[src/include/riscv64_core_settings.svh]
`ifndef RISCV64_CORE_SETTINGS_SVH
`define RISCV64_CORE_SETTINGS_SVH

// integer register width
`define XLEN 64

`define PC_W 40         // fetch address width
`define BUS_ADDR_W 39   // sv39 sized data bus address

// first fetch after reset, base of ram
`define RESET_PC 40'h00_8000_0000

// interrupt flag in the top bit, code 11 for machine external
`define MCAUSE_EXT_IRQ 64'h8000_0000_0000_000b

`define NUM_REGS 32     // x0 to x31

`endif

[src/hdl/riscv64_core_pkg.sv]
`include "riscv64_core_settings.svh"

package riscv64_core_pkg;

    typedef logic [`XLEN-1:0] xlen_t;  // one integer register value
    typedef logic [`PC_W-1:0] pc_t;    // one fetch address

    // major opcodes kept by the core
    typedef enum logic [6:0] {
        OP_LOAD   = 7'b0000011,
        OP_IMM    = 7'b0010011,
        OP_AUIPC  = 7'b0010111,
        OP_IMM_32 = 7'b0011011,
        OP_STORE  = 7'b0100011,
        OP_REG    = 7'b0110011,
        OP_LUI    = 7'b0110111,
        OP_REG_32 = 7'b0111011,
        OP_BRANCH = 7'b1100011,
        OP_JALR   = 7'b1100111,
        OP_JAL    = 7'b1101111,
        OP_SYSTEM = 7'b1110011
    } opcode_e;

    // load/store funct3, bit 2 set means zero extension
    typedef enum logic [2:0] {
        LS_B  = 3'b000,
        LS_H  = 3'b001,
        LS_W  = 3'b010,
        LS_D  = 3'b011,
        LS_BU = 3'b100,
        LS_HU = 3'b101,
        LS_WU = 3'b110
    } ls_size_e;

    // machine csrs that are implemented
    typedef enum logic [11:0] {
        CSR_MSTATUS  = 12'h300,
        CSR_MTVEC    = 12'h305,
        CSR_MSCRATCH = 12'h340,
        CSR_MEPC     = 12'h341,
        CSR_MCAUSE   = 12'h342
    } csr_addr_e;

endpackage

[src/hdl/fetch_stage.sv]
`include "riscv64_core_settings.svh"

module fetch_stage import riscv64_core_pkg::*; (
    input  logic        clk,
    input  logic        reset,
    input  logic [31:0] instruction_i,
    input  logic        stall_i,      // lsu transfer in flight
    input  logic        redirect_i,
    input  pc_t         target_i,
    output pc_t         pc_o,
    output logic [31:0] ir_o,
    output pc_t         ir_pc_o,
    output logic        ir_valid_o
);

    always_ff @(posedge clk or negedge reset) begin
        if (!reset) begin
            pc_o       <= `RESET_PC;
            ir_valid_o <= 1'b0;
        end else if (stall_i) begin
            ir_valid_o <= 1'b0;  // held instruction already handed to the lsu
        end else begin
            pc_o       <= redirect_i ? target_i : pc_o + pc_t'(4);
            ir_valid_o <= !redirect_i;  // wrong path word turns into a bubble
        end
    end

    // instruction register, frozen while stalled
    always_ff @(posedge clk) begin
        if (!stall_i) begin
            ir_o    <= instruction_i;
            ir_pc_o <= pc_o;
        end
    end

endmodule

[config.mk]
export PLATFORM = sky130hd
export DESIGN_NAME = fetch_stage
export DESIGN_NICKNAME = d
export VERILOG_FILES = /design/src/hdl/riscv64_core_pkg.sv /design/src/hdl/fetch_stage.sv
export VERILOG_INCLUDE_DIRS = /design/src /design/src/include
export SDC_FILE = /design/constraint.sdc
export NUM_CORES = 1
export LEC_CHECK = 0
export ABC_CLOCK_PERIOD_IN_PS = 2000
export BUFFER_PORTS_ARGS = -buffer_cell sky130_fd_sc_hd__clkbuf_2
export CORE_ASPECT_RATIO = 0.7
export CORE_UTILIZATION = 44
export DETAILED_ROUTE_END_ITERATION = 10
export MAX_ROUTING_LAYER = met4
export PLACE_DENSITY_LB_ADDON = 0.1
export SLEW_MARGIN = 10
export SYNTH_ARGS = -nofsm -noshare
export SYNTH_HDL_FRONTEND = slang
export SYNTH_SLANG_ARGS = --single-unit
export TNS_END_PERCENT = 30
[constraint.sdc]
create_clock -name clk -period 2 [get_ports clk]
set_input_delay 0.3 -clock clk [delete_from_list [all_inputs] [get_ports clk]]
set_output_delay 0.3 -clock clk [all_outputs]
set_load 0.01 [all_outputs]
==> results.py <==
metrics = {
    "sta": {
        "grt_setup_unrepaired": "true",
        "tns_ns": 0,
        "slew_violations": 0,
        "finalSetupViolations": 0,
        "worst_slew_pin_slew_ns": 0.738,
        "period_needed_ns": 1.97,
        "slew-limit-headroom_pct": 50.6,
        "clock.fmax_mhz": 507,
        "period_share_pct": 98.7,
        "clock-skew-final_ns": 0.00492,
        "finalHoldViolations": 0,
        "holdWs_ns": 0.0699,
    },
    "cts": {
        "htree_num_levels": 4,
        "clk_latency_ns": 0.40,
        "tritoncts": "yes",
        "root_buffer": "clkbuf_16",
        "cts_buffers": 17,
        "cts_sinks": 113,
        "clk_pin_slew_ns": 0.05,
        "clockBufferDepth": 2,
    },
    "logic_synthesis": {
        "synth.avg_cell_area_um2": 12.1,
        "ys_seq_area_share_pct": 66.9,
        "synth_top_area_share_pct": 45.3,
        "ys.flop_type": "edfxtp_1",
        "async_reset_ff_share_pct": 36.3,
        "synth_area_leaders": "edfxtp_1, dfrtp_1, o21ai_0",
        "yosys_warnings": 0,
        "syn_area_mm2": 0.00477,
        "synthesis.nets": 472,
        "synth-edff-count": 72,
        "post-synth-top-area-cell": "edfxtp_1",
        "synth-seq-cells": 113,
        "synthCells": 395,
        "synthDistinctLibCells": 44,
    },
    "route": {
        "drc": 0,
        "drt_iter0_drc": 423,
        "drtAntennaViolNets": 0,
        "wl_per_cell_um": 16.9,
        "finalWirelength_mm": 13.2,
        "dr.pass1.iters": 4,
        "vias": 4283,
        "viasPerCell": 5.50,
    },
    "global_routing": {
        "grt-busiest-layer": "met2",
        "gr-total-overflow": 0,
        "grt_max_degree": 55,
        "antenna_found_initial": 0,
        "grtUsageMet2_pct": 36.0,
        "gr-usage-met3_pct": 5.75,
        "grt_pass1_vias": 3839,
        "gr-usage-all-layers_pct": 24.7,
        "gr-usage-met1_pct": 34.2,
        "grt_pass1_wl_mm": 20.3,
    },
    "cells_and_area": {
        "diodes": 0,
        "final_cells": 779,
        "drive_gt1_share_pct": 44.8,
        "fin_nets": 711,
        "final_util_pct": 65.3,
        "fill_cells": 826,
        "syn2layout_area_growth_pct": 42.9,
    },
    "die": {
        "initial_utilization_pct": 45.7,
        "die_w_um": 126,
        "die_area_mm2": 0.0113,
        "pin_count": 189,
        "chipHeight_um": 89.1,
        "core-area_mm2": 0.0104,
        "rows": 31,
    },
    "worst_setup_path": {
        "rr_startpoint": "pc_o[3]",
        "worstSetupPathType": "flip-flop to flip-flop",
        "critPathLaunchType": "flip-flop",
        "required_ns": 2.29,
        "path_max_fanout": 4,
        "worstPathArrival_ns": 2.26,
        "crit_start": "pc_o[3]",
        "endpoint_kind": "flip-flop",
    },
    "pwr": {
        "ir_drop_mv": 0.590,
        "total_power_w": 0.00674,
        "leakage_nw": 2.94,
        "power_density_mw_per_mm2": 989,
    },
    "placed_design": {
        "placedCellCount": 744,
        "routabilityCongestion": 0.873,
        "port_buffers": 188,
        "dpl.hpwl_mm": 9.17,
    },
    "worst_hold_path": {
        "hold_path.startpoint": "instruction_i[30]",
        "hp-class": "input pin to flip-flop",
    },
    "flow_run": {
        "maxCapViolCount": 0,
    },
    "outcome": {
        "status": "complete, no violations",
    },
}
-- synth_stat cells, drive strengths merged, types with 2 or more instances --
master,count
dfrtp,40
inv,8
a311oi,3
nor3,17
and3,3
and4,6
nor4b,2
clkbuf,18
mux2,2
o21ai,34
buf,5
mux2i,5
o22ai,3
a21oi,25
nor2,27
nand2,29
nor2b,3
or3,7
nand4,13
nor4,13
a22oi,8
o311ai,3
a32oi,3
a31oi,4
o2bb2a,2
edfxtp,72
or4,5
o22a,4
nand3,20
-- layout by cell type (no fill, tap or decap), types with 8 or more instances in the layout --
cell and instances:
a22oi_1 8, nand3_1 19, o21ai_0 34, nand4_1 12
nor4_1 11, nor3_1 15, a21oi_1 25, edfxtp_1 72
clkbuf_2 188, dfrtp_1 40, buf_4 52, clkbuf_16 17
nand2_1 29, nor2_1 26
-- power breakdown --
group	internal, W	switching, W	leakage [nW]
Combinational	0.000483	0.000647	1.50
Sequential	0.00279	0.000152	1.19
Clock	0.00160	0.00107	0.243
Total	0.00487	0.00187	2.94
-- per-stage QoR --
step                      worst slack, ns  cell area [µm²]
after floorplan                    -0.156             4780
final                              0.0260             6810
after global placement             0.0389             6200
after CTS                          0.0301             6750
after global routing              -0.0800             6810
after detailed placement          -0.0213             6200
-- critical path: stages, from the launching register on --
cell	delay [ns]
dfrtp_1	0.35
ha_2	0.18
nand4_1	0.14
buf_4	0.19
nor4_4	0.19
buf_4	0.18
nand4_1	0.20
o311ai_1	0.35
nand2_1	0.08
-- registers in the layout, indices dropped and copies added (netlist names) --
name	flops
ir_pc_o	40
ir_o	32
ir_valid_o	1
pc_o	40
-- metal layers --
| metal | share of wire [%] | wire length (µm) | vias up |
|---|---|---|---|
| li1 | - | - | 2025 |
| met1 | 45 | 5950 | 2042 |
| met2 | 46 | 6050 | 206 |
| met3 | 8.0 | 1050 | 10 |
| met4 | 0.71 | 93 | 0 |
| met5 | 0 | 0 | - |
-- repair_timing --
action                                  4_1_cts  5_1_grt
pin swaps                                     0        6
endpoints found under the setup margin        4       16
buffers inserted                              0        2
resized for setup                             2       10
endpoints found under the hold margin        40        0
hold buffers                                  1        0
-- final timing paths --
check	to	slack (ns)	cells after the start
min in group asynchronous	pc_o[29]	0.51	3
max reg2reg	pc_o[36]	0.03	8
max in group asynchronous	pc_o[33]	1.10	3
max	pc_o[36]	0.03	8
min reg2reg	ir_pc_o[1]	0.47	0
min	ir_o[30]	0.07	1
-- kinds of logic after synthesis --
group,share of synthesized area (%)
AND/OR/NAND/NOR,16.4
buffers and inverters,2.52
flip-flops,66.9
adder cells (fa/ha/maj),0.262
AO/OA/AOI/OAI,12.4
multiplexers,1.52
-- final cells by class --
cell class | instances | area, µm² | share of cell area [%]
multi-input cells | 251 | 1510 | 22.2
repair buffers | 243 | 1380 | 20.3
flip-flops and latches | 113 | 3190 | 46.8
well taps | 132 | 165 | 2.42
clock inverters | 14 | 93.8 | 1.38
clock buffers | 18 | 439 | 6.45
inverters | 8 | 31.3 | 0.459
Note: power is estimated with default switching activity, not from simulation.
