`src/include/riscv64_core_settings.svh`:
```
`ifndef RISCV64_CORE_SETTINGS_SVH
`define RISCV64_CORE_SETTINGS_SVH

// integer register width
`define XLEN 64

`define PC_W 40         // fetch address width
`define BUS_ADDR_W 39   // sv39 sized data bus address

// first fetch after reset, base of ram
`define RESET_PC 40'h00_8000_0000

// interrupt flag in the top bit, code 11 for machine external
`define MCAUSE_EXT_IRQ 64'h8000_0000_0000_000b

`define NUM_REGS 32     // x0 to x31

`endif

```
`src/hdl/riscv64_core_pkg.sv`:
```
`include "riscv64_core_settings.svh"

package riscv64_core_pkg;

    typedef logic [`XLEN-1:0] xlen_t;  // one integer register value
    typedef logic [`PC_W-1:0] pc_t;    // one fetch address

    // major opcodes kept by the core
    typedef enum logic [6:0] {
        OP_LOAD   = 7'b0000011,
        OP_IMM    = 7'b0010011,
        OP_AUIPC  = 7'b0010111,
        OP_IMM_32 = 7'b0011011,
        OP_STORE  = 7'b0100011,
        OP_REG    = 7'b0110011,
        OP_LUI    = 7'b0110111,
        OP_REG_32 = 7'b0111011,
        OP_BRANCH = 7'b1100011,
        OP_JALR   = 7'b1100111,
        OP_JAL    = 7'b1101111,
        OP_SYSTEM = 7'b1110011
    } opcode_e;

    // load/store funct3, bit 2 set means zero extension
    typedef enum logic [2:0] {
        LS_B  = 3'b000,
        LS_H  = 3'b001,
        LS_W  = 3'b010,
        LS_D  = 3'b011,
        LS_BU = 3'b100,
        LS_HU = 3'b101,
        LS_WU = 3'b110
    } ls_size_e;

    // machine csrs that are implemented
    typedef enum logic [11:0] {
        CSR_MSTATUS  = 12'h300,
        CSR_MTVEC    = 12'h305,
        CSR_MSCRATCH = 12'h340,
        CSR_MEPC     = 12'h341,
        CSR_MCAUSE   = 12'h342
    } csr_addr_e;

endpackage

```
`src/hdl/csr_trap_unit.sv`:
```
`include "riscv64_core_settings.svh"

module csr_trap_unit import riscv64_core_pkg::*; (
    input  logic        clk,
    input  logic        reset,
    input  logic        irq_i,
    input  logic        ir_valid_i,
    input  pc_t         ir_pc_i,
    input  logic        lsu_busy_i,
    input  logic        csr_we_i,
    input  logic [11:0] csr_addr_i,
    input  xlen_t       csr_wdata_i,
    input  logic        mret_i,
    output xlen_t       csr_rdata_o,
    output logic        irq_take_o,
    output pc_t         trap_target_o,
    output logic        interrupt_ack_o
);

    localparam int MIE  = 3;  // mstatus bits
    localparam int MPIE = 7;

    xlen_t mstatus, mtvec, mscratch, mepc, mcause;

    // squash the live instruction, never a memory op in flight
    assign irq_take_o    = irq_i && mstatus[MIE] && ir_valid_i && !lsu_busy_i;
    assign trap_target_o = irq_take_o ? pc_t'(mtvec) : pc_t'(mepc);

    always_comb begin
        case (csr_addr_i)
            CSR_MSTATUS:  csr_rdata_o = mstatus;
            CSR_MTVEC:    csr_rdata_o = mtvec;
            CSR_MSCRATCH: csr_rdata_o = mscratch;
            CSR_MEPC:     csr_rdata_o = mepc;
            CSR_MCAUSE:   csr_rdata_o = mcause;
            default:      csr_rdata_o = '0;  // unknown csr
        endcase
    end

    always_ff @(posedge clk or negedge reset) begin
        if (!reset) begin
            mstatus         <= xlen_t'(1) << MIE;  // interrupts on out of reset
            mtvec           <= '0;
            mscratch        <= '0;
            mepc            <= '0;
            mcause          <= '0;
            interrupt_ack_o <= 1'b0;
        end else begin
            interrupt_ack_o <= irq_take_o;
            if (irq_take_o) begin
                mepc          <= xlen_t'(ir_pc_i);  // squashed instruction reruns
                mcause        <= `MCAUSE_EXT_IRQ;
                mstatus[MPIE] <= mstatus[MIE];
                mstatus[MIE]  <= 1'b0;
            end else if (mret_i) begin
                mstatus[MIE]  <= mstatus[MPIE];
                mstatus[MPIE] <= 1'b1;
            end else if (csr_we_i) begin
                case (csr_addr_i)
                    CSR_MSTATUS:  mstatus  <= csr_wdata_i;
                    CSR_MTVEC:    mtvec    <= csr_wdata_i;
                    CSR_MSCRATCH: mscratch <= csr_wdata_i;
                    CSR_MEPC:     mepc     <= csr_wdata_i;
                    CSR_MCAUSE:   mcause   <= csr_wdata_i;
                    default:      mscratch <= mscratch;  // write dropped
                endcase
            end
        end
    end

endmodule

```
`config.mk`:
```
export PLATFORM = sky130hd
export DESIGN_NAME = csr_trap_unit
export DESIGN_NICKNAME = d
export VERILOG_FILES = /design/src/hdl/riscv64_core_pkg.sv /design/src/hdl/csr_trap_unit.sv
export VERILOG_INCLUDE_DIRS = /design/src /design/src/include
export SDC_FILE = /design/constraint.sdc
export NUM_CORES = 1
export LEC_CHECK = 0
export BUFFER_PORTS_ARGS = -buffer_cell sky130_fd_sc_hd__buf_4
export CAP_MARGIN = 10
export CORE_ASPECT_RATIO = 0.6
export CORE_MARGIN = 5
export CORE_UTILIZATION = 57
export DETAILED_ROUTE_END_ITERATION = 12
export MAX_ROUTING_LAYER = met4
export PLACE_DENSITY = 0.83
export SETUP_SLACK_MARGIN = 0.15
export SLEW_MARGIN = 20
export SYNTH_ARGS = -nofsm -noshare
export SYNTH_HDL_FRONTEND = slang
export SYNTH_SLANG_ARGS = --single-unit
```
`constraint.sdc`:
```
create_clock -name clk -period 2.5 [get_ports clk]
set_clock_uncertainty 0.1 [all_clocks]
set_input_delay 0.5 -clock clk [delete_from_list [all_inputs] [get_ports clk]]
set_output_delay 0.5 -clock clk [all_outputs]
set_load 0.1 [all_outputs]
```
==> results.txt <==
Status - finished, violations left
Failing checks - negative setup slack
Number of buffers created by CTS - 30
DRT Wirelength - 77120 µm
Cell count after synthesis - 1289
Post-route insts no fill - 2060
Die H - 135.6 µm
Via count of the first global-routing pass - 14.82k
Bufs on Longest Clock Path - 3
Antenna violations before repair - 0
Most instantiated cells after synthesis - 320 x sky130_fd_sc_hd__dfrtp_1, 207 x sky130_fd_sc_hd__nand2_1, 186 x sky130_fd_sc_hd__mux2_2, 108 x sky130_fd_sc_hd__a22oi_1, 83 x sky130_fd_sc_hd__a22o_1
Unrepaired setup endpoints after global routing - true
Die area - 29760 µm²
Pin slew with the least headroom to its limit - 0.6216 ns
Worst Setup Slack, final - -0.2768 ns
Relative area change from synthesis to final layout - 63.89%
Post-detail-place hpwl - 31340 µm
Overflow left after global routing - 0
Final-report hold violation count - 0
Met2 usage - 0.6454
Sequential element share of the synthesized area - 0.5358
Clock transition at path regs - 0.07 ns
Area leader, netlist - sky130_fd_sc_hd__dfrtp_1
Met3 usage - 0.1271
All-layer global routing usage - 0.4220
I/O Pins - 229
Max frequency - 0.3601 GHz
Count leader, synth - sky130_fd_sc_hd__dfrtp_1
Number of max-cap violations - 0
Via total after detailed routing - 15.50k
Pwr/cell area - 587.2 nW/µm²
Final Critical Period - 2.777 ns
Post-Synthesis Net Count - 1412
Classification of the worst-slack hold path - in2reg
Cell at the root of the clock tree - sky130_fd_sc_hd__clkbuf_16
Post-Route Hold Slack - 0.05906 ns
Worst supply voltage drop on vdd - 0.7755 mV
Number of routed nets with antenna violations - 0
Detailed-route wire length per cell - 37.44 µm
Pleak - 11.28 nW
Final period util - 1.111
Type of the setup path with the least slack - in2out
Fraction of synthesized cell area taken by the top area cell type - 0.5340
Data arrival time of the worst path - 2.18 ns
Ranking of synthesized cells by area - sky130_fd_sc_hd__dfrtp_1 53%, sky130_fd_sc_hd__mux2_2 14%, sky130_fd_sc_hd__a22oi_1 5.4%, sky130_fd_sc_hd__nand2_1 5.2%, sky130_fd_sc_hd__mux2_1 5.1%
GRT busiest layer - met2
DRC errors left - 0
Largest net degree at the start of global routing - 67
Max FO, Critical Path - 6
Clock tree from TritonCTS - done
Number of cell rows - 46
Synthesized cell area - 15000 µm²
Post-synthesis cell type count - 37
Layout cells sized above 1 - 0.5766
Fill cells - 637
Number of synthesized flops with an enable pin - 0
Final Setup Violations - 152
Final weighted congestion of routability-driven global placement - 0.8599
Synth Area per Inst - 11.63 µm²
Endpoint kind of the worst setup timing path - output port
First-pass GRT wire length - 92440 µm
Total instance count after detailed placement - 1884
Slew headroom - 0.5856
Number of levels the H-tree was split into - 1
Yosys warning count - 0
Initial cell density of the core - 0.5726
IO buf count - 228
Worst setup SP type - input pin
Drt initial violations - 2644
Number of nets in the finished design - 1798
DR vias/cell - 7.526
Critical path required time - 1.90 ns
Chip Width - 219.4 µm
Max-slew violation count - 0
Placeable core area - 26190 µm²
Leading register cell type out of synthesis - sky130_fd_sc_hd__dfrtp_1
Async SR Flop Fraction - 1.000
Met1 Track Usage GR - 0.5280
Clock Sinks - 321
First-pass detailed-route iteration total - 7
Final total negative setup slack - -20.59 ns
Skew-Pair Late Insertion Delay - 0.59 ns
Yosys reg bits - 321
[timing repair]
| item | CTS | global route |
|---|---|---|
| gates resized for setup | 495 | 152 |
| hold buffers | 1 | 0 |
| pin swaps | 39 | 91 |
| gates cloned | 18 | 24 |
| setup buffers | 47 | 29 |
| endpoints found under the setup margin | 105 | 231 |
| endpoints found under the hold margin | 58 | 0 |
[area by class of cell]
cell class                      count  area, µm²  share of cell area
Sequential cell                   321       8034              0.3269
Timing Repair Buffer              457       6536              0.2660
Multi-Input combinational cell    859       8507              0.3461
Antenna cell                        2      5.005           0.0002036
Inverter                            6      48.80            0.001986
Clock buffer                       44      873.3             0.03554
Tap cell                          360      450.4             0.01833
Clock inverter                     11      121.4            0.004938
[routing by layer]
layer,part of all wire,routed length [µm]
met2,0.43,33180
met4,0.10,7779
met5,0,0
met1,0.33,25100
met3,0.14,11060
[placed cells by master (no fill, tap or decap), types with 8 or more instances in the layout]
| cell | netlist | layout |
|---|---|---|
| sky130_fd_sc_hd__a221o_4 | 0 | 20 |
| sky130_fd_sc_hd__a22o_1 | 83 | 83 |
| sky130_fd_sc_hd__a22oi_1 | 108 | 22 |
| sky130_fd_sc_hd__a22oi_2 | 0 | 86 |
| sky130_fd_sc_hd__a31oi_1 | 40 | 40 |
| sky130_fd_sc_hd__buf_12 | 0 | 165 |
| sky130_fd_sc_hd__buf_16 | 0 | 20 |
| sky130_fd_sc_hd__buf_4 | 18 | 198 |
| sky130_fd_sc_hd__buf_6 | 0 | 36 |
| sky130_fd_sc_hd__buf_8 | 0 | 16 |
| sky130_fd_sc_hd__clkbuf_16 | 0 | 49 |
| sky130_fd_sc_hd__dfrtp_1 | 320 | 320 |
| sky130_fd_sc_hd__mux2_1 | 68 | 62 |
| sky130_fd_sc_hd__mux2_2 | 186 | 158 |
| sky130_fd_sc_hd__mux2_4 | 0 | 34 |
| sky130_fd_sc_hd__nand2_1 | 207 | 102 |
| sky130_fd_sc_hd__nand2_2 | 0 | 30 |
| sky130_fd_sc_hd__nand2_4 | 0 | 73 |
| sky130_fd_sc_hd__nor2_1 | 64 | 55 |
| sky130_fd_sc_hd__nor2_2 | 1 | 8 |
| sky130_fd_sc_hd__o21ai_4 | 0 | 33 |
| sky130_fd_sc_hd__o22ai_4 | 0 | 11 |
[worst paths after layout]
kind / slack, ns / from / end / cells past startpoint
worst max-delay path: -0.28 / csr_addr_i[6] / csr_rdata_o[5] / 9
worst min-delay path: 0.06 / csr_wdata_i[57] / mepc[57]$_DFFE_PN0P_ / 2
worst max register to register: -0.08 / mstatus[3]$_DFFE_PN1P_ / mtvec[33]$_DFFE_PN0P_ / 10
worst min register to register: 0.39 / mscratch[5]$_DFFE_PN0P_ / mscratch[5]$_DFFE_PN0P_ / 1
max in group asynchronous: 1.10 / reset / mstatus[3]$_DFFE_PN1P_ / 3
min in group asynchronous: 0.38 / reset / mstatus[45]$_DFFE_PN0P_ / 2
[kinds of logic after synthesis]
kind of cell | synth area share
multiplexers | 0.1921
buffers and inverters | 0.03404
AND/OR/NAND/NOR | 0.08586
flip-flops | 0.5358
AO/OA/AOI/OAI | 0.1523
[flip-flops by register name, summed over array words and instances (netlist names)]
name             cells
mcause              64
interrupt_ack_o      1
mepc                64
mtvec               64
mscratch            64
mstatus             64
[worst max-delay path, stage by stage]
cell and delay [ns]:
sky130_fd_sc_hd__buf_8 0.10, sky130_fd_sc_hd__nor4_4 0.26, sky130_fd_sc_hd__buf_4 0.18, sky130_fd_sc_hd__and3_4 0.31, sky130_fd_sc_hd__buf_6 0.17, sky130_fd_sc_hd__buf_12 0.16
sky130_fd_sc_hd__a22oi_2 0.14, sky130_fd_sc_hd__o21ai_4 0.12, sky130_fd_sc_hd__buf_12 0.21
[power by group]
| group | switching [W] | internal, W | leakage [nW] |
|---|---|---|---|
| registers | 0.000273 | 0.00537 | 4.34 |
| logic | 0.00248 | 0.00139 | 6.45 |
| clock network | 0.00229 | 0.00263 | 0.487 |
| total | 0.00504 | 0.00939 | 11.3 |
[stage by stage]
step                      power, W  setup WS, ns  utilization  cell area, µm²
after floorplan           0.007568       -0.1842            -           16330
after global placement    0.008430       -0.2019       0.7367           19290
after detailed placement  0.008479       -0.2131       0.7367           19290
after CTS                  0.01386       -0.1769       0.8851           23180
after global routing       0.01464       -0.2899       0.9383           24570
final                      0.01443       -0.2768       0.9385           24580
Note: power is estimated with default switching activity, not from simulation.
