**src/include/riscv64_core_settings.svh**
```systemverilog
`ifndef RISCV64_CORE_SETTINGS_SVH
`define RISCV64_CORE_SETTINGS_SVH

// integer register width
`define XLEN 64

`define PC_W 40         // fetch address width
`define BUS_ADDR_W 39   // sv39 sized data bus address

// first fetch after reset, base of ram
`define RESET_PC 40'h00_8000_0000

// interrupt flag in the top bit, code 11 for machine external
`define MCAUSE_EXT_IRQ 64'h8000_0000_0000_000b

`define NUM_REGS 32     // x0 to x31

`endif

```
**src/hdl/riscv64_core_pkg.sv**
```systemverilog
`include "riscv64_core_settings.svh"

package riscv64_core_pkg;

    typedef logic [`XLEN-1:0] xlen_t;  // one integer register value
    typedef logic [`PC_W-1:0] pc_t;    // one fetch address

    // major opcodes kept by the core
    typedef enum logic [6:0] {
        OP_LOAD   = 7'b0000011,
        OP_IMM    = 7'b0010011,
        OP_AUIPC  = 7'b0010111,
        OP_IMM_32 = 7'b0011011,
        OP_STORE  = 7'b0100011,
        OP_REG    = 7'b0110011,
        OP_LUI    = 7'b0110111,
        OP_REG_32 = 7'b0111011,
        OP_BRANCH = 7'b1100011,
        OP_JALR   = 7'b1100111,
        OP_JAL    = 7'b1101111,
        OP_SYSTEM = 7'b1110011
    } opcode_e;

    // load/store funct3, bit 2 set means zero extension
    typedef enum logic [2:0] {
        LS_B  = 3'b000,
        LS_H  = 3'b001,
        LS_W  = 3'b010,
        LS_D  = 3'b011,
        LS_BU = 3'b100,
        LS_HU = 3'b101,
        LS_WU = 3'b110
    } ls_size_e;

    // machine csrs that are implemented
    typedef enum logic [11:0] {
        CSR_MSTATUS  = 12'h300,
        CSR_MTVEC    = 12'h305,
        CSR_MSCRATCH = 12'h340,
        CSR_MEPC     = 12'h341,
        CSR_MCAUSE   = 12'h342
    } csr_addr_e;

endpackage

```
**src/hdl/core_ifs.sv**
```systemverilog


// execute to lsu, single outstanding transfer
interface mem_req_if import riscv64_core_pkg::*; ();
    logic     req;    // one cycle pulse
    logic     write;
    ls_size_e size;
    xlen_t    addr;
    xlen_t    wdata;
    logic     done;   // one cycle pulse, rdata valid with it
    xlen_t    rdata;  // already extended

    modport master (output req, write, size, addr, wdata, input done, rdata);
    modport slave  (input req, write, size, addr, wdata, output done, rdata);
endinterface

```
**src/hdl/load_store_unit.sv**
```systemverilog
`include "riscv64_core_settings.svh"

module load_store_unit import riscv64_core_pkg::*; (
    input  logic                   clk,
    input  logic                   reset,
    mem_req_if.slave               mem,
    output logic                   busy_o,
    output logic [`BUS_ADDR_W-1:0] bus_address_o,
    output xlen_t                  bus_write_data_o,
    output logic                   bus_write_enable_o,
    output logic                   bus_read_enable_o,
    output logic [2:0]             bus_ls_type_o,
    input  logic                   bus_read_done_i,
    input  logic                   bus_write_done_i,
    input  xlen_t                  bus_read_data_i
);

    logic     pending;  // transfer outstanding on the bus
    logic     accept;
    ls_size_e size_q;
    xlen_t    raw;

    assign accept        = mem.req && !pending;
    assign mem.done      = pending && (bus_read_done_i || bus_write_done_i);
    assign busy_o        = mem.req || (pending && !mem.done);  // fetch moves on at done
    assign bus_ls_type_o = size_q;

    always_ff @(posedge clk or negedge reset) begin
        if (!reset) begin
            pending            <= 1'b0;
            bus_read_enable_o  <= 1'b0;
            bus_write_enable_o <= 1'b0;
        end else begin
            bus_read_enable_o  <= accept && !mem.write;  // one cycle only
            bus_write_enable_o <= accept && mem.write;
            if (accept) begin
                pending <= 1'b1;
            end else if (mem.done) begin
                pending <= 1'b0;
            end
        end
    end

    // address, data and type stay put until done
    always_ff @(posedge clk) begin
        if (accept) begin
            bus_address_o    <= mem.addr[`BUS_ADDR_W-1:0];
            bus_write_data_o <= mem.wdata;
            size_q           <= mem.size;
        end
    end

    assign raw = bus_read_data_i;

    always_comb begin  // load extension by stored size
        case (size_q)
            LS_B:    mem.rdata = {{56{raw[7]}}, raw[7:0]};
            LS_H:    mem.rdata = {{48{raw[15]}}, raw[15:0]};
            LS_W:    mem.rdata = {{32{raw[31]}}, raw[31:0]};
            LS_BU:   mem.rdata = {56'b0, raw[7:0]};
            LS_HU:   mem.rdata = {48'b0, raw[15:0]};
            LS_WU:   mem.rdata = {32'b0, raw[31:0]};
            default: mem.rdata = raw;  // ld
        endcase
    end

endmodule

```
**src/flat_wrapper.sv**
```systemverilog
// flat-port wrapper written by rule: the top's interface ports become plain ports
module load_store_unit_flat import riscv64_core_pkg::*;
  (clk, reset, busy_o, bus_address_o, bus_write_data_o, bus_write_enable_o, bus_read_enable_o, bus_ls_type_o, bus_read_done_i, bus_write_done_i, bus_read_data_i, mem_req, mem_write, mem_size, mem_addr, mem_wdata, mem_done, mem_rdata);
  mem_req_if mem_i ();
  input  logic clk;
  input  logic reset;
  output logic busy_o;
  output logic [`BUS_ADDR_W-1:0] bus_address_o;
  output xlen_t bus_write_data_o;
  output logic bus_write_enable_o;
  output logic bus_read_enable_o;
  output logic [2:0] bus_ls_type_o;
  input  logic bus_read_done_i;
  input  logic bus_write_done_i;
  input  xlen_t bus_read_data_i;
  input wire logic [$bits(mem_i.req)-1:0] mem_req;
  input wire logic [$bits(mem_i.write)-1:0] mem_write;
  input wire logic [$bits(mem_i.size)-1:0] mem_size;
  input wire logic [$bits(mem_i.addr)-1:0] mem_addr;
  input wire logic [$bits(mem_i.wdata)-1:0] mem_wdata;
  output wire logic [$bits(mem_i.done)-1:0] mem_done;
  output wire logic [$bits(mem_i.rdata)-1:0] mem_rdata;
  assign mem_i.req = mem_req;
  assign mem_i.write = mem_write;
  assign mem_i.size = mem_size;
  assign mem_i.addr = mem_addr;
  assign mem_i.wdata = mem_wdata;
  assign mem_done = mem_i.done;
  assign mem_rdata = mem_i.rdata;
  load_store_unit u_core (.clk(clk), .reset(reset), .mem(mem_i), .busy_o(busy_o), .bus_address_o(bus_address_o), .bus_write_data_o(bus_write_data_o), .bus_write_enable_o(bus_write_enable_o), .bus_read_enable_o(bus_read_enable_o), .bus_ls_type_o(bus_ls_type_o), .bus_read_done_i(bus_read_done_i), .bus_write_done_i(bus_write_done_i), .bus_read_data_i(bus_read_data_i));
endmodule
```
**config.mk**
```make
export PLATFORM = sky130hd
export DESIGN_NAME = load_store_unit_flat
export DESIGN_NICKNAME = d
export VERILOG_FILES = /design/src/hdl/riscv64_core_pkg.sv /design/src/hdl/core_ifs.sv /design/src/hdl/load_store_unit.sv /design/src/flat_wrapper.sv
export VERILOG_INCLUDE_DIRS = /design/src /design/src/include
export SDC_FILE = /design/constraint.sdc
export NUM_CORES = 1
export LEC_CHECK = 0
export ABC_AREA = 1
export BUFFER_PORTS_ARGS = -buffer_cell sky130_fd_sc_hd__buf_2
export CAP_MARGIN = 0
export CORE_AREA = 2 2 146 148
export CTS_CLUSTER_SIZE = 24
export DETAILED_ROUTE_END_ITERATION = 10
export DIE_AREA = 0 0 148 150
export PLACE_DENSITY = 0.49
export SLEW_MARGIN = 30
export SYNTH_ARGS = -nofsm -noshare
export SYNTH_HDL_FRONTEND = slang
export SYNTH_SLANG_ARGS = --single-unit
```
**constraint.sdc**
```tcl
create_clock -name clk -period 7.15 [get_ports clk]
set_input_delay 0.3575 -clock clk [delete_from_list [all_inputs] [get_ports clk]]
set_output_delay 0.3575 -clock clk [all_outputs]
set_load 0.03 [all_outputs]
```
==> results.py, run 1 <==
metrics = {
    "setup_path": {
        "worst_r2r_startpoint": "u_core.pending",
        "critPathBufInv": 2,
        "startpoint_type": "flop",
        "rr_worst_depth": 3,
        "r2r-end": "u_core.bus_write_data_o[63]",
        "worst_path_dominant_cell_family": "simple AND/OR/NAND/NOR gates",
        "cp_data_required_time_ns": 6.79,
        "worstSetupPathType": "reg2out",
        "slowest_delay_ns": 0.68,
        "critPathCaptureType": "output port",
        "critical_path.cell_chain": "buf_4 > nor2_1 > nand2_2 > nand4_1 > buf_2",
        "critPathArrivalTime_ns": 2.48,
        "rrSetupSlack_ns": 4.81,
        "crit_fanout": 51,
        "critPathSlowestCell": "sky130_fd_sc_hd__nand2_2",
    },
    "die": {
        "dieArea_sq_um": 22200,
        "effective_utilization_at_floorplan_pct": 20.0,
        "die_x_um": 148,
        "core_area_sq_um": 20700,
        "rows": 53,
        "ios": 375,
        "chipHeight_um": 150,
    },
    "final_layout": {
        "drive_gt1_share_pct": 60.1,
        "multi_input_comb_area_sq_um": 648,
        "layout.area.seq_sq_um": 3260,
        "layout.cells.most_common": "sky130_fd_sc_hd__buf_2",
        "layout.cells.most_common_list": "sky130_fd_sc_hd__buf_2 (335), sky130_fd_sc_hd__edfxtp_1 (106), sky130_fd_sc_hd__nand3_1 (50)",
        "final_core_utilization_pct": 30.5,
        "syn2layout_area_growth_pct": 52.7,
        "finish.net_count": 797,
        "fillerInstances": 2179,
    },
    "routing": {
        "route.vias.total": 3560,
        "topRoutingLayerUsed": "met5",
        "drtIter0Drc": 136,
        "detail_route.vias_per_cell": 4.06,
        "routedLengthMet1_mm": 4.85,
        "route.met3.wl_mm": 1.92,
        "drc_errors": 0,
        "drt_wirelength_mm": 14.2,
        "drt_pre_antenna_iters": 5,
        "met2RoutedLength_mm": 7.08,
        "avgRoutedWirePerCell_um": 16.2,
        "detail-route-antenna-nets": 0,
    },
    "cts": {
        "clock_tree_from_tritoncts": "yes",
        "cts.root.buffer_cell": "sky130_fd_sc_hd__clkbuf_16",
        "cts_max_level": 3,
        "cts_buffer_depth": 2,
        "cts.reportedPaths.clkPinSlew_ns": 0.07,
        "post-cts-setup-buffers": 0,
        "worstSkewPairLatency_ns": 0.34,
        "cts-resized-gates": 0,
        "cts_inserted_buffers": 9,
        "numClockSinks": 109,
    },
    "grt": {
        "grt_pass1_wl_mm": 19.6,
        "grt_pass1_vias": 3394,
        "grt_antenna_before_repair": 3,
        "track_usage_pct": 12.0,
        "pin_count_of_the_biggest_net_entering_global_routing": 68,
        "grt_overflow_total": 0,
    },
    "synthesis": {
        "synth.distinct_cells": 14,
        "cells_after_synth": 276,
        "yosysTopAreaCell": "sky130_fd_sc_hd__edfxtp_1",
        "ys_warn_count": 0,
        "synth_sequential_area_ratio_pct": 78.8,
        "synth_top_area_cells": "sky130_fd_sc_hd__edfxtp_1 (77%), sky130_fd_sc_hd__nand3_1 (6.2%), sky130_fd_sc_hd__nand4_1 (4.8%), sky130_fd_sc_hd__nand2_1 (3.2%), sky130_fd_sc_hd__buf_4 (2.0%)",
        "avgSynthCellArea_sq_um": 15.0,
        "synth-seq-cells": 109,
        "synth.net_count": 477,
        "netlist.area_leader.share_pct": 77.0,
        "synth.cell_area_sq_um": 4130,
    },
    "power": {
        "leakage_power_summed_over_all_cells_uw": 0.00301,
        "power.density_cell_area_nw_per_um2": 250,
        "max_ir_drop_vdd_v": 0.000134,
    },
    "timing": {
        "finalSetupViolations": 0,
        "worst_clock_skew_ns": 0.00348,
        "fmax_mhz": 352,
        "totalNegativeSetupSlack_ns": 0,
        "post-route-period-util_pct": 39.7,
        "final_period_minus_worst_setup_slack_ns": 2.84,
        "tightest_slew_ns": 0.899,
        "unrepaired_setup_endpoints_after_global_routing": "false",
        "hold-worst-slack_ns": 0.174,
        "timing.final.hold_violations": 0,
        "number_of_pins_with_negative_max_slew_slack_in_the_final_report": 0,
        "slew_headroom_pct": 39.9,
    },
    "worst_hold_path": {
        "worstHoldEndpoint": "u_core.bus_read_enable_o",
        "whs_path_depth": 2,
        "hold_start": "mem_write",
        "class_of_the_most_critical_hold_timing_path": "in2reg",
    },
    "placement": {
        "place.gp.congestion": 0.692,
        "post-dp-hpwl_mm": 11.0,
        "numPortBuffers": 335,
    },
    "run_status": {
        "status": "completed",
    },
    "job": {
        "max_cap_violations": 0,
    },
}
==> cell type report <==
| type | count | area share, % |
|---|---|---|
| flip-flops and latches | 109 | 51.6 |
| repair buffers | 340 | 27.5 |
| multi-input cells | 127 | 10.3 |
| well taps | 275 | 5.45 |
| clock buffers | 10 | 3.79 |
| clock inverters | 6 | 0.754 |
| inverters | 9 | 0.535 |
| diodes | 1 | 0.0397 |
==> power breakdown <==
part / switching (uW) / internal [uW]
sequential: 10.4 / 751
combinational: 237 / 96.3
clock: 232 / 249
total: 479 / 1100
==> state kept, by name, summed over array words and instances, names as in the netlist <==
signal                     cells
u_core.bus_write_enable_o      1
u_core.bus_write_data_o       64
u_core.pending                 1
u_core.bus_ls_type_o           3
u_core.bus_address_o          39
u_core.bus_read_enable_o       1
==> metal layers <==
layer | GRT usage, % | vias up
li1 | - | 1663
met1 | 12.1 | 1638
met2 | 21.1 | 239
met3 | 6.25 | 18
met4 | 4.76 | 2
met5 | 0 | -
==> worst max path at each step <==
stage	startpoint	end	slack [ns]	depth (start not counted)
6_report	u_core.bus_ls_type_o[1]	mem_rdata[50]	4.31	5
5_1_grt	u_core.bus_ls_type_o[1]	mem_rdata[50]	4.10	5
3_3_place_gp	u_core.bus_ls_type_o[1]	mem_rdata[59]	4.40	5
2_1_floorplan	mem_req	u_core.bus_read_enable_o	1.56	4
4_1_cts	u_core.bus_ls_type_o[1]	mem_rdata[50]	4.09	6
3_5_place_dp	u_core.bus_ls_type_o[1]	mem_rdata[50]	4.49	6
==> worst reg2reg max path: cells and delay by family, from the launching register on <==
family / cells / cell delay, ns
buf+inv: 2 / 0.96
simple gates: 1 / 0.53
flops: 1 / 0.43
==> kinds of logic after synthesis <==
kind of cell	synth area share, %
buffers and inverters	6.02
and+or+nand+nor	15.1
DFF	78.8
==> metrics by stage <==
step	std cells	total power, uW	setup slack, ns	instance area [sq um]
final	877	1570	4.31	6310
after global routing	876	1640	4.10	6310
after CTS	876	1600	4.09	6300
after detailed placement	859	1110	4.49	6010
after global placement	858	1110	4.40	5970
after floorplan	276	993	1.56	4130
==> Yosys cell counts <==
master,number
sky130_fd_sc_hd__edfxtp_1,106
sky130_fd_sc_hd__nand3_1,51
sky130_fd_sc_hd__nand2_1,35
sky130_fd_sc_hd__nand4_1,32
sky130_fd_sc_hd__buf_4,11
sky130_fd_sc_hd__buf_2,10
sky130_fd_sc_hd__inv_1,8
sky130_fd_sc_hd__nor2_1,7
sky130_fd_sc_hd__buf_6,6
sky130_fd_sc_hd__clkbuf_1,4
sky130_fd_sc_hd__dfrtp_1,3
sky130_fd_sc_hd__inv_2,1
sky130_fd_sc_hd__nand2_2,1
sky130_fd_sc_hd__nor2_2,1
==> timing repair <==
item | CTS | global route
hold buffers | 1 | 0
hold endpoints to repair | 3 | 0
setup endpoints to repair | 0 | 0
Power figures use the tool's default switching activity.
==> inputs of run 2 (changes only) <==
==> constraint.sdc (replaced) <==
create_clock -name clk -period 2.7 [get_ports clk]
set_input_delay 0.135 -clock clk [delete_from_list [all_inputs] [get_ports clk]]
set_output_delay 0.135 -clock clk [all_outputs]
set_load 0.03 [all_outputs]
==> results.py, run 2 (synthesis results as in run 1) <==
metrics = {
    "run_status": {
        "status": "completed",
    },
    "cts": {
        "cts.root.buffer_cell": "sky130_fd_sc_hd__clkbuf_16",
        "clock_tree_from_tritoncts": "yes",
        "cts.reportedPaths.clkPinSlew_ns": 0.08,
        "post-cts-setup-buffers": 0,
        "cts-resized-gates": 0,
        "numClockSinks": 109,
        "cts_max_level": 3,
        "cts_hold_buf": 108,
        "cts_buffer_depth": 2,
        "worstSkewPairLatency_ns": 0.34,
        "cts_inserted_buffers": 9,
    },
    "final_layout": {
        "layout.cells.most_common_list": "sky130_fd_sc_hd__buf_2 (335), sky130_fd_sc_hd__dlygate4sd3_1 (108), sky130_fd_sc_hd__edfxtp_1 (106)",
        "finish.net_count": 908,
        "num_antenna_cells": 0,
        "regMostFlops": "u_core.bus_write_data_o",
        "syn2layout_area_growth_pct": 78.8,
        "drive_gt1_share_pct": 51.0,
        "largest_register_ff_count": 64,
        "final_core_utilization_pct": 35.7,
        "layout.cells.most_common": "sky130_fd_sc_hd__buf_2",
    },
    "power": {
        "max_ir_drop_vdd_v": 0.000358,
        "power.density_cell_area_nw_per_um2": 583,
        "leakage_power_summed_over_all_cells_uw": 0.00347,
    },
    "die": {
        "effective_utilization_at_floorplan_pct": 20.0,
        "core_area_sq_um": 20700,
        "chipHeight_um": 150,
        "die_x_um": 148,
        "dieArea_sq_um": 22200,
        "ios": 375,
        "rows": 53,
    },
    "timing": {
        "slew_headroom_pct": 60.0,
        "unrepaired_setup_endpoints_after_global_routing": "false",
        "final_period_minus_worst_setup_slack_ns": 2.05,
        "totalNegativeSetupSlack_ns": 0,
        "fmax_mhz": 488,
        "finalSetupViolations": 0,
        "tightest_slew_ns": 0.600,
        "worst_clock_skew_ns": 0.00740,
        "post-route-period-util_pct": 75.9,
        "number_of_pins_with_negative_max_slew_slack_in_the_final_report": 0,
        "timing.final.hold_violations": 0,
    },
    "routing": {
        "detail-route-antenna-nets": 0,
        "drt_pre_antenna_iters": 4,
        "detail_route.vias_per_cell": 3.96,
        "drt_wirelength_mm": 15.0,
        "avgRoutedWirePerCell_um": 15.2,
        "route.vias.total": 3909,
        "drtIter0Drc": 155,
        "drc_errors": 0,
    },
    "placement": {
        "place.gp.congestion": 0.689,
        "post-dp-hpwl_mm": 10.6,
        "numPortBuffers": 335,
    },
    "worst_hold_path": {
        "worstHoldEndpoint": "u_core.pending",
        "class_of_the_most_critical_hold_timing_path": "in2reg",
        "hold_start": "bus_read_done_i",
        "whs_path_depth": 4,
    },
    "setup_path": {
        "rr_worst_depth": 2,
        "crit_fanout": 49,
        "worstSetupPathType": "reg2out",
        "critPathCaptureType": "output port",
        "cp_data_required_time_ns": 2.57,
        "r2r-end": "u_core.bus_address_o[28]",
        "critPathArrivalTime_ns": 1.91,
        "startpoint_type": "flop",
        "worst_r2r_startpoint": "u_core.pending",
        "rrSetupSlack_ns": 1.21,
    },
    "grt": {
        "track_usage_pct": 12.7,
        "pin_count_of_the_biggest_net_entering_global_routing": 62,
        "grt_overflow_total": 0,
        "grt_pass1_vias": 4096,
        "grt_antenna_before_repair": 0,
        "grt_pass1_wl_mm": 21.4,
    },
    "job": {
        "max_cap_violations": 0,
    },
}
-- run 2: changes by cell type in the layout (fill, tap and decap cells not counted), sizes merged --
cell | before | now
buf | 339 | 343
clkinv | 4 | 3
clkinvlp | 1 | 0
diode | 1 | 0
dlygate4sd3 | 1 | 108
inv | 10 | 12
-- run 2: worst max path at each step --
stage	start	to	slack, ns	cells after the start
finish	u_core.bus_ls_type_o[0]	mem_rdata[55]	0.65	6
global route	u_core.bus_ls_type_o[0]	mem_rdata[55]	0.52	6
CTS	u_core.bus_ls_type_o[0]	mem_rdata[55]	0.62	5
detailed placement	u_core.bus_ls_type_o[0]	mem_rdata[55]	1.01	5
global placement	u_core.bus_ls_type_o[0]	mem_rdata[46]	1.03	6
floorplan	u_core.pending	u_core.bus_read_enable_o	0.28	3
-- run 2: power by group --
part	switching (uW)	internal [uW]	total (uW)
combinational	643	356	999
clock	642	649	1290
sequential	29.8	1990	2020
total	1310	2990	4310
-- run 2: cell type report --
class,instances,area [sq um]
Timing Repair Buffer,451,2830
Clock buffer,10,229
Fill cell,2022,13300
Inverter,9,33.8
Multi-Input combinational cell,127,638
Sequential cell,109,3260
Clock inverter,6,57.6
Tap cell,275,344
-- run 2: metrics by stage --
step / area, sq um / hold slack, ns / power [uW] / worst slack (ns) / std cells
final: 7390 / 0.0909 / 4310 / 0.651 / 987
after global routing: 7390 / 0.108 / 4490 / 0.519 / 987
after CTS: 7390 / 0.0699 / 4380 / 0.615 / 987
after detailed placement: 6020 / -0.0634 / 2930 / 1.01 / 863
after global placement: 6020 / -0.0648 / 2930 / 1.03 / 863
after floorplan: 4140 / -0.161 / 2620 / 0.276 / 276
-- run 2: per-layer routing --
layer / vias up / part of all wire [%] / GRT usage [%]
li1: 1878 / - / -
met1: 1783 / 36 / 13.2
met2: 228 / 51 / 22.8
met3: 20 / 11 / 5.00
met4: 0 / 2.2 / 5.14
met5: - / 0 / 0
-- run 2: worst max-delay path, cell delays in order (launching register included) --
cell and delay (ns):
sky130_fd_sc_hd__edfxtp_1 0.50, sky130_fd_sc_hd__nand2_1 0.12, sky130_fd_sc_hd__inv_2 0.04, sky130_fd_sc_hd__nand2_2 0.04, sky130_fd_sc_hd__buf_4 0.41, sky130_fd_sc_hd__nand4_1 0.21
sky130_fd_sc_hd__buf_2 0.23
==> inputs of run 3 (changes only) <==
==> constraint.sdc (replaced) <==
create_clock -name clk -period 2.09 [get_ports clk]
set_input_delay 0.1045 -clock clk [delete_from_list [all_inputs] [get_ports clk]]
set_output_delay 0.1045 -clock clk [all_outputs]
set_load 0.03 [all_outputs]
==> results.py, run 3 (synthesis results as in run 1) <==
metrics = {
    "run_status": {
        "status": "completed",
    },
    "worst_hold_path": {
        "whs_path_depth": 4,
        "worstHoldEndpoint": "u_core.pending",
        "class_of_the_most_critical_hold_timing_path": "in2reg",
        "hold_start": "bus_read_done_i",
    },
    "cts": {
        "worstSkewPairLatency_ns": 0.35,
        "cts.root.buffer_cell": "sky130_fd_sc_hd__clkbuf_16",
        "numClockSinks": 109,
        "cts_buffer_depth": 2,
        "post-cts-setup-buffers": 0,
        "clock_tree_from_tritoncts": "yes",
        "cts.reportedPaths.clkPinSlew_ns": 0.08,
        "cts_inserted_buffers": 9,
        "cts_max_level": 3,
    },
    "setup_path": {
        "critPathBufInv": 2,
        "critical_path.cell_chain": "nor2_2 > nand3_2 > buf_4 > nand4_1 > buf_2",
        "cp_data_required_time_ns": 1.99,
        "slowest_delay_ns": 0.46,
        "critPathSlowestCell": "sky130_fd_sc_hd__edfxtp_1",
        "crit_fanout": 54,
        "rrSetupSlack_ns": 0.63,
        "critPathCaptureType": "output port",
        "worst_path_dominant_cell_family": "buffers and inverters",
        "worst_r2r_startpoint": "u_core.pending",
        "rr_worst_depth": 2,
        "startpoint_type": "flop",
        "critPathArrivalTime_ns": 1.84,
        "r2r-end": "u_core.bus_write_data_o[53]",
        "worstSetupPathType": "reg2out",
    },
    "routing": {
        "drtIter0Drc": 119,
        "detail-route-antenna-nets": 0,
        "drt_pre_antenna_iters": 4,
        "detail_route.vias_per_cell": 3.97,
        "avgRoutedWirePerCell_um": 15.3,
        "route.vias.total": 3937,
        "drc_errors": 0,
        "drt_wirelength_mm": 15.2,
    },
    "final_layout": {
        "layout.cells.most_common_list": "sky130_fd_sc_hd__buf_2 (335), sky130_fd_sc_hd__dlygate4sd3_1 (108), sky130_fd_sc_hd__edfxtp_1 (106)",
        "layout.cells.most_common": "sky130_fd_sc_hd__buf_2",
        "finish.net_count": 912,
        "regMostFlops": "u_core.bus_write_data_o",
        "num_antenna_cells": 0,
        "largest_register_ff_count": 64,
        "syn2layout_area_growth_pct": 81.3,
        "final_core_utilization_pct": 36.2,
        "drive_gt1_share_pct": 51.3,
    },
    "die": {
        "effective_utilization_at_floorplan_pct": 20.0,
        "core_area_sq_um": 20700,
        "die_x_um": 148,
        "ios": 375,
        "chipHeight_um": 150,
        "rows": 53,
        "dieArea_sq_um": 22200,
    },
    "grt": {
        "global_route.usage.met3_pct": 6.52,
        "grt_use_met1_pct": 13.3,
        "grt.met2_usage_pct": 22.5,
        "grt_most_used_layer": "met2",
        "grt_pass1_wl_mm": 21.8,
        "pin_count_of_the_biggest_net_entering_global_routing": 55,
        "grt_overflow_total": 0,
        "grt_pass1_vias": 4053,
        "grt_antenna_before_repair": 1,
        "track_usage_pct": 12.9,
    },
    "timing": {
        "unrepaired_setup_endpoints_after_global_routing": "false",
        "worst_clock_skew_ns": 0.00863,
        "tightest_slew_ns": 0.537,
        "hold-worst-slack_ns": 0.0414,
        "final_period_minus_worst_setup_slack_ns": 1.95,
        "slew_headroom_pct": 64.1,
        "fmax_mhz": 514,
        "timing.final.ws_setup_ns": 0.143,
        "timing.final.hold_violations": 0,
        "finalSetupViolations": 0,
        "post-route-period-util_pct": 93.2,
        "number_of_pins_with_negative_max_slew_slack_in_the_final_report": 0,
    },
    "placement": {
        "post-dp-hpwl_mm": 11.1,
        "place.gp.congestion": 0.723,
        "pre_cts_slack_ns": 0.445,
        "numPortBuffers": 335,
    },
    "power": {
        "power.density_cell_area_nw_per_um2": 761,
        "max_ir_drop_vdd_v": 0.000377,
        "leakage_power_summed_over_all_cells_uw": 0.00352,
        "post-layout-total-power_uw": 5700,
    },
    "job": {
        "max_cap_violations": 0,
    },
}
[run 3: layout make-up]
class                           count  area (sq um)
Inverter                            9          33.8
Fill cell                        2089         13200
Timing Repair Buffer              455          2910
Clock buffer                       10           229
Multi-Input combinational cell    127           638
Sequential cell                   109          3260
Clock inverter                      6          76.3
Tap cell                          275           344
[run 3: repair_timing]
item | CTS | global route
endpoints found under the hold margin | 111 | 0
resized for setup | 0 | 1
hold buffers | 108 | 0
setup endpoints to repair | 0 | 16
[run 3: how the worst max path moves through the flow]
| stage | start | endpoint | cells after the start |
|---|---|---|---|
| global route | u_core.bus_ls_type_o[1] | mem_rdata[63] | 5 |
| finish | u_core.bus_ls_type_o[1] | mem_rdata[62] | 5 |
| detailed placement | u_core.bus_ls_type_o[1] | mem_rdata[62] | 6 |
| floorplan | u_core.pending | u_core.bus_read_enable_o | 3 |
| global placement | u_core.bus_ls_type_o[1] | mem_rdata[46] | 6 |
| CTS | u_core.bus_ls_type_o[1] | mem_rdata[62] | 6 |
[run 3: report_power, final]
group | total [uW] | leakage (uW) | internal, uW | switching [uW]
combinational | 1320 | 0.00233 | 483 | 839
clock | 1770 | 0.000150 | 955 | 816
sequential | 2610 | 0.00104 | 2570 | 41.5
total | 5700 | 0.00352 | 4010 | 1700
[run 3: metrics by stage]
step / instances / setup TNS [ns] / cell area [sq um]
detailed placement: 867 / 0 / 6100
finish: 991 / 0 / 7490
global placement: 867 / 0 / 6100
global route: 991 / 0 / 7490
floorplan: 276 / -33.53 / 4140
CTS: 991 / 0 / 7490
[run 3: worst register-to-register path, cell delays in order, from the launching register on]
cell,delay [ns]
sky130_fd_sc_hd__dfrtp_1,0.43
sky130_fd_sc_hd__nor2_4,0.44
sky130_fd_sc_hd__buf_12,0.27
[run 3: layer usage]
| layer | up-vias | part of all wire [%] | wire length (um) |
|---|---|---|---|
| met3 | 24 | 13 | 1960 |
| met2 | 239 | 50 | 7530 |
| met4 | 2 | 2.1 | 311 |
| li1 | 1890 | - | - |
| met5 | - | 0.086 | 13 |
| met1 | 1782 | 35 | 5340 |
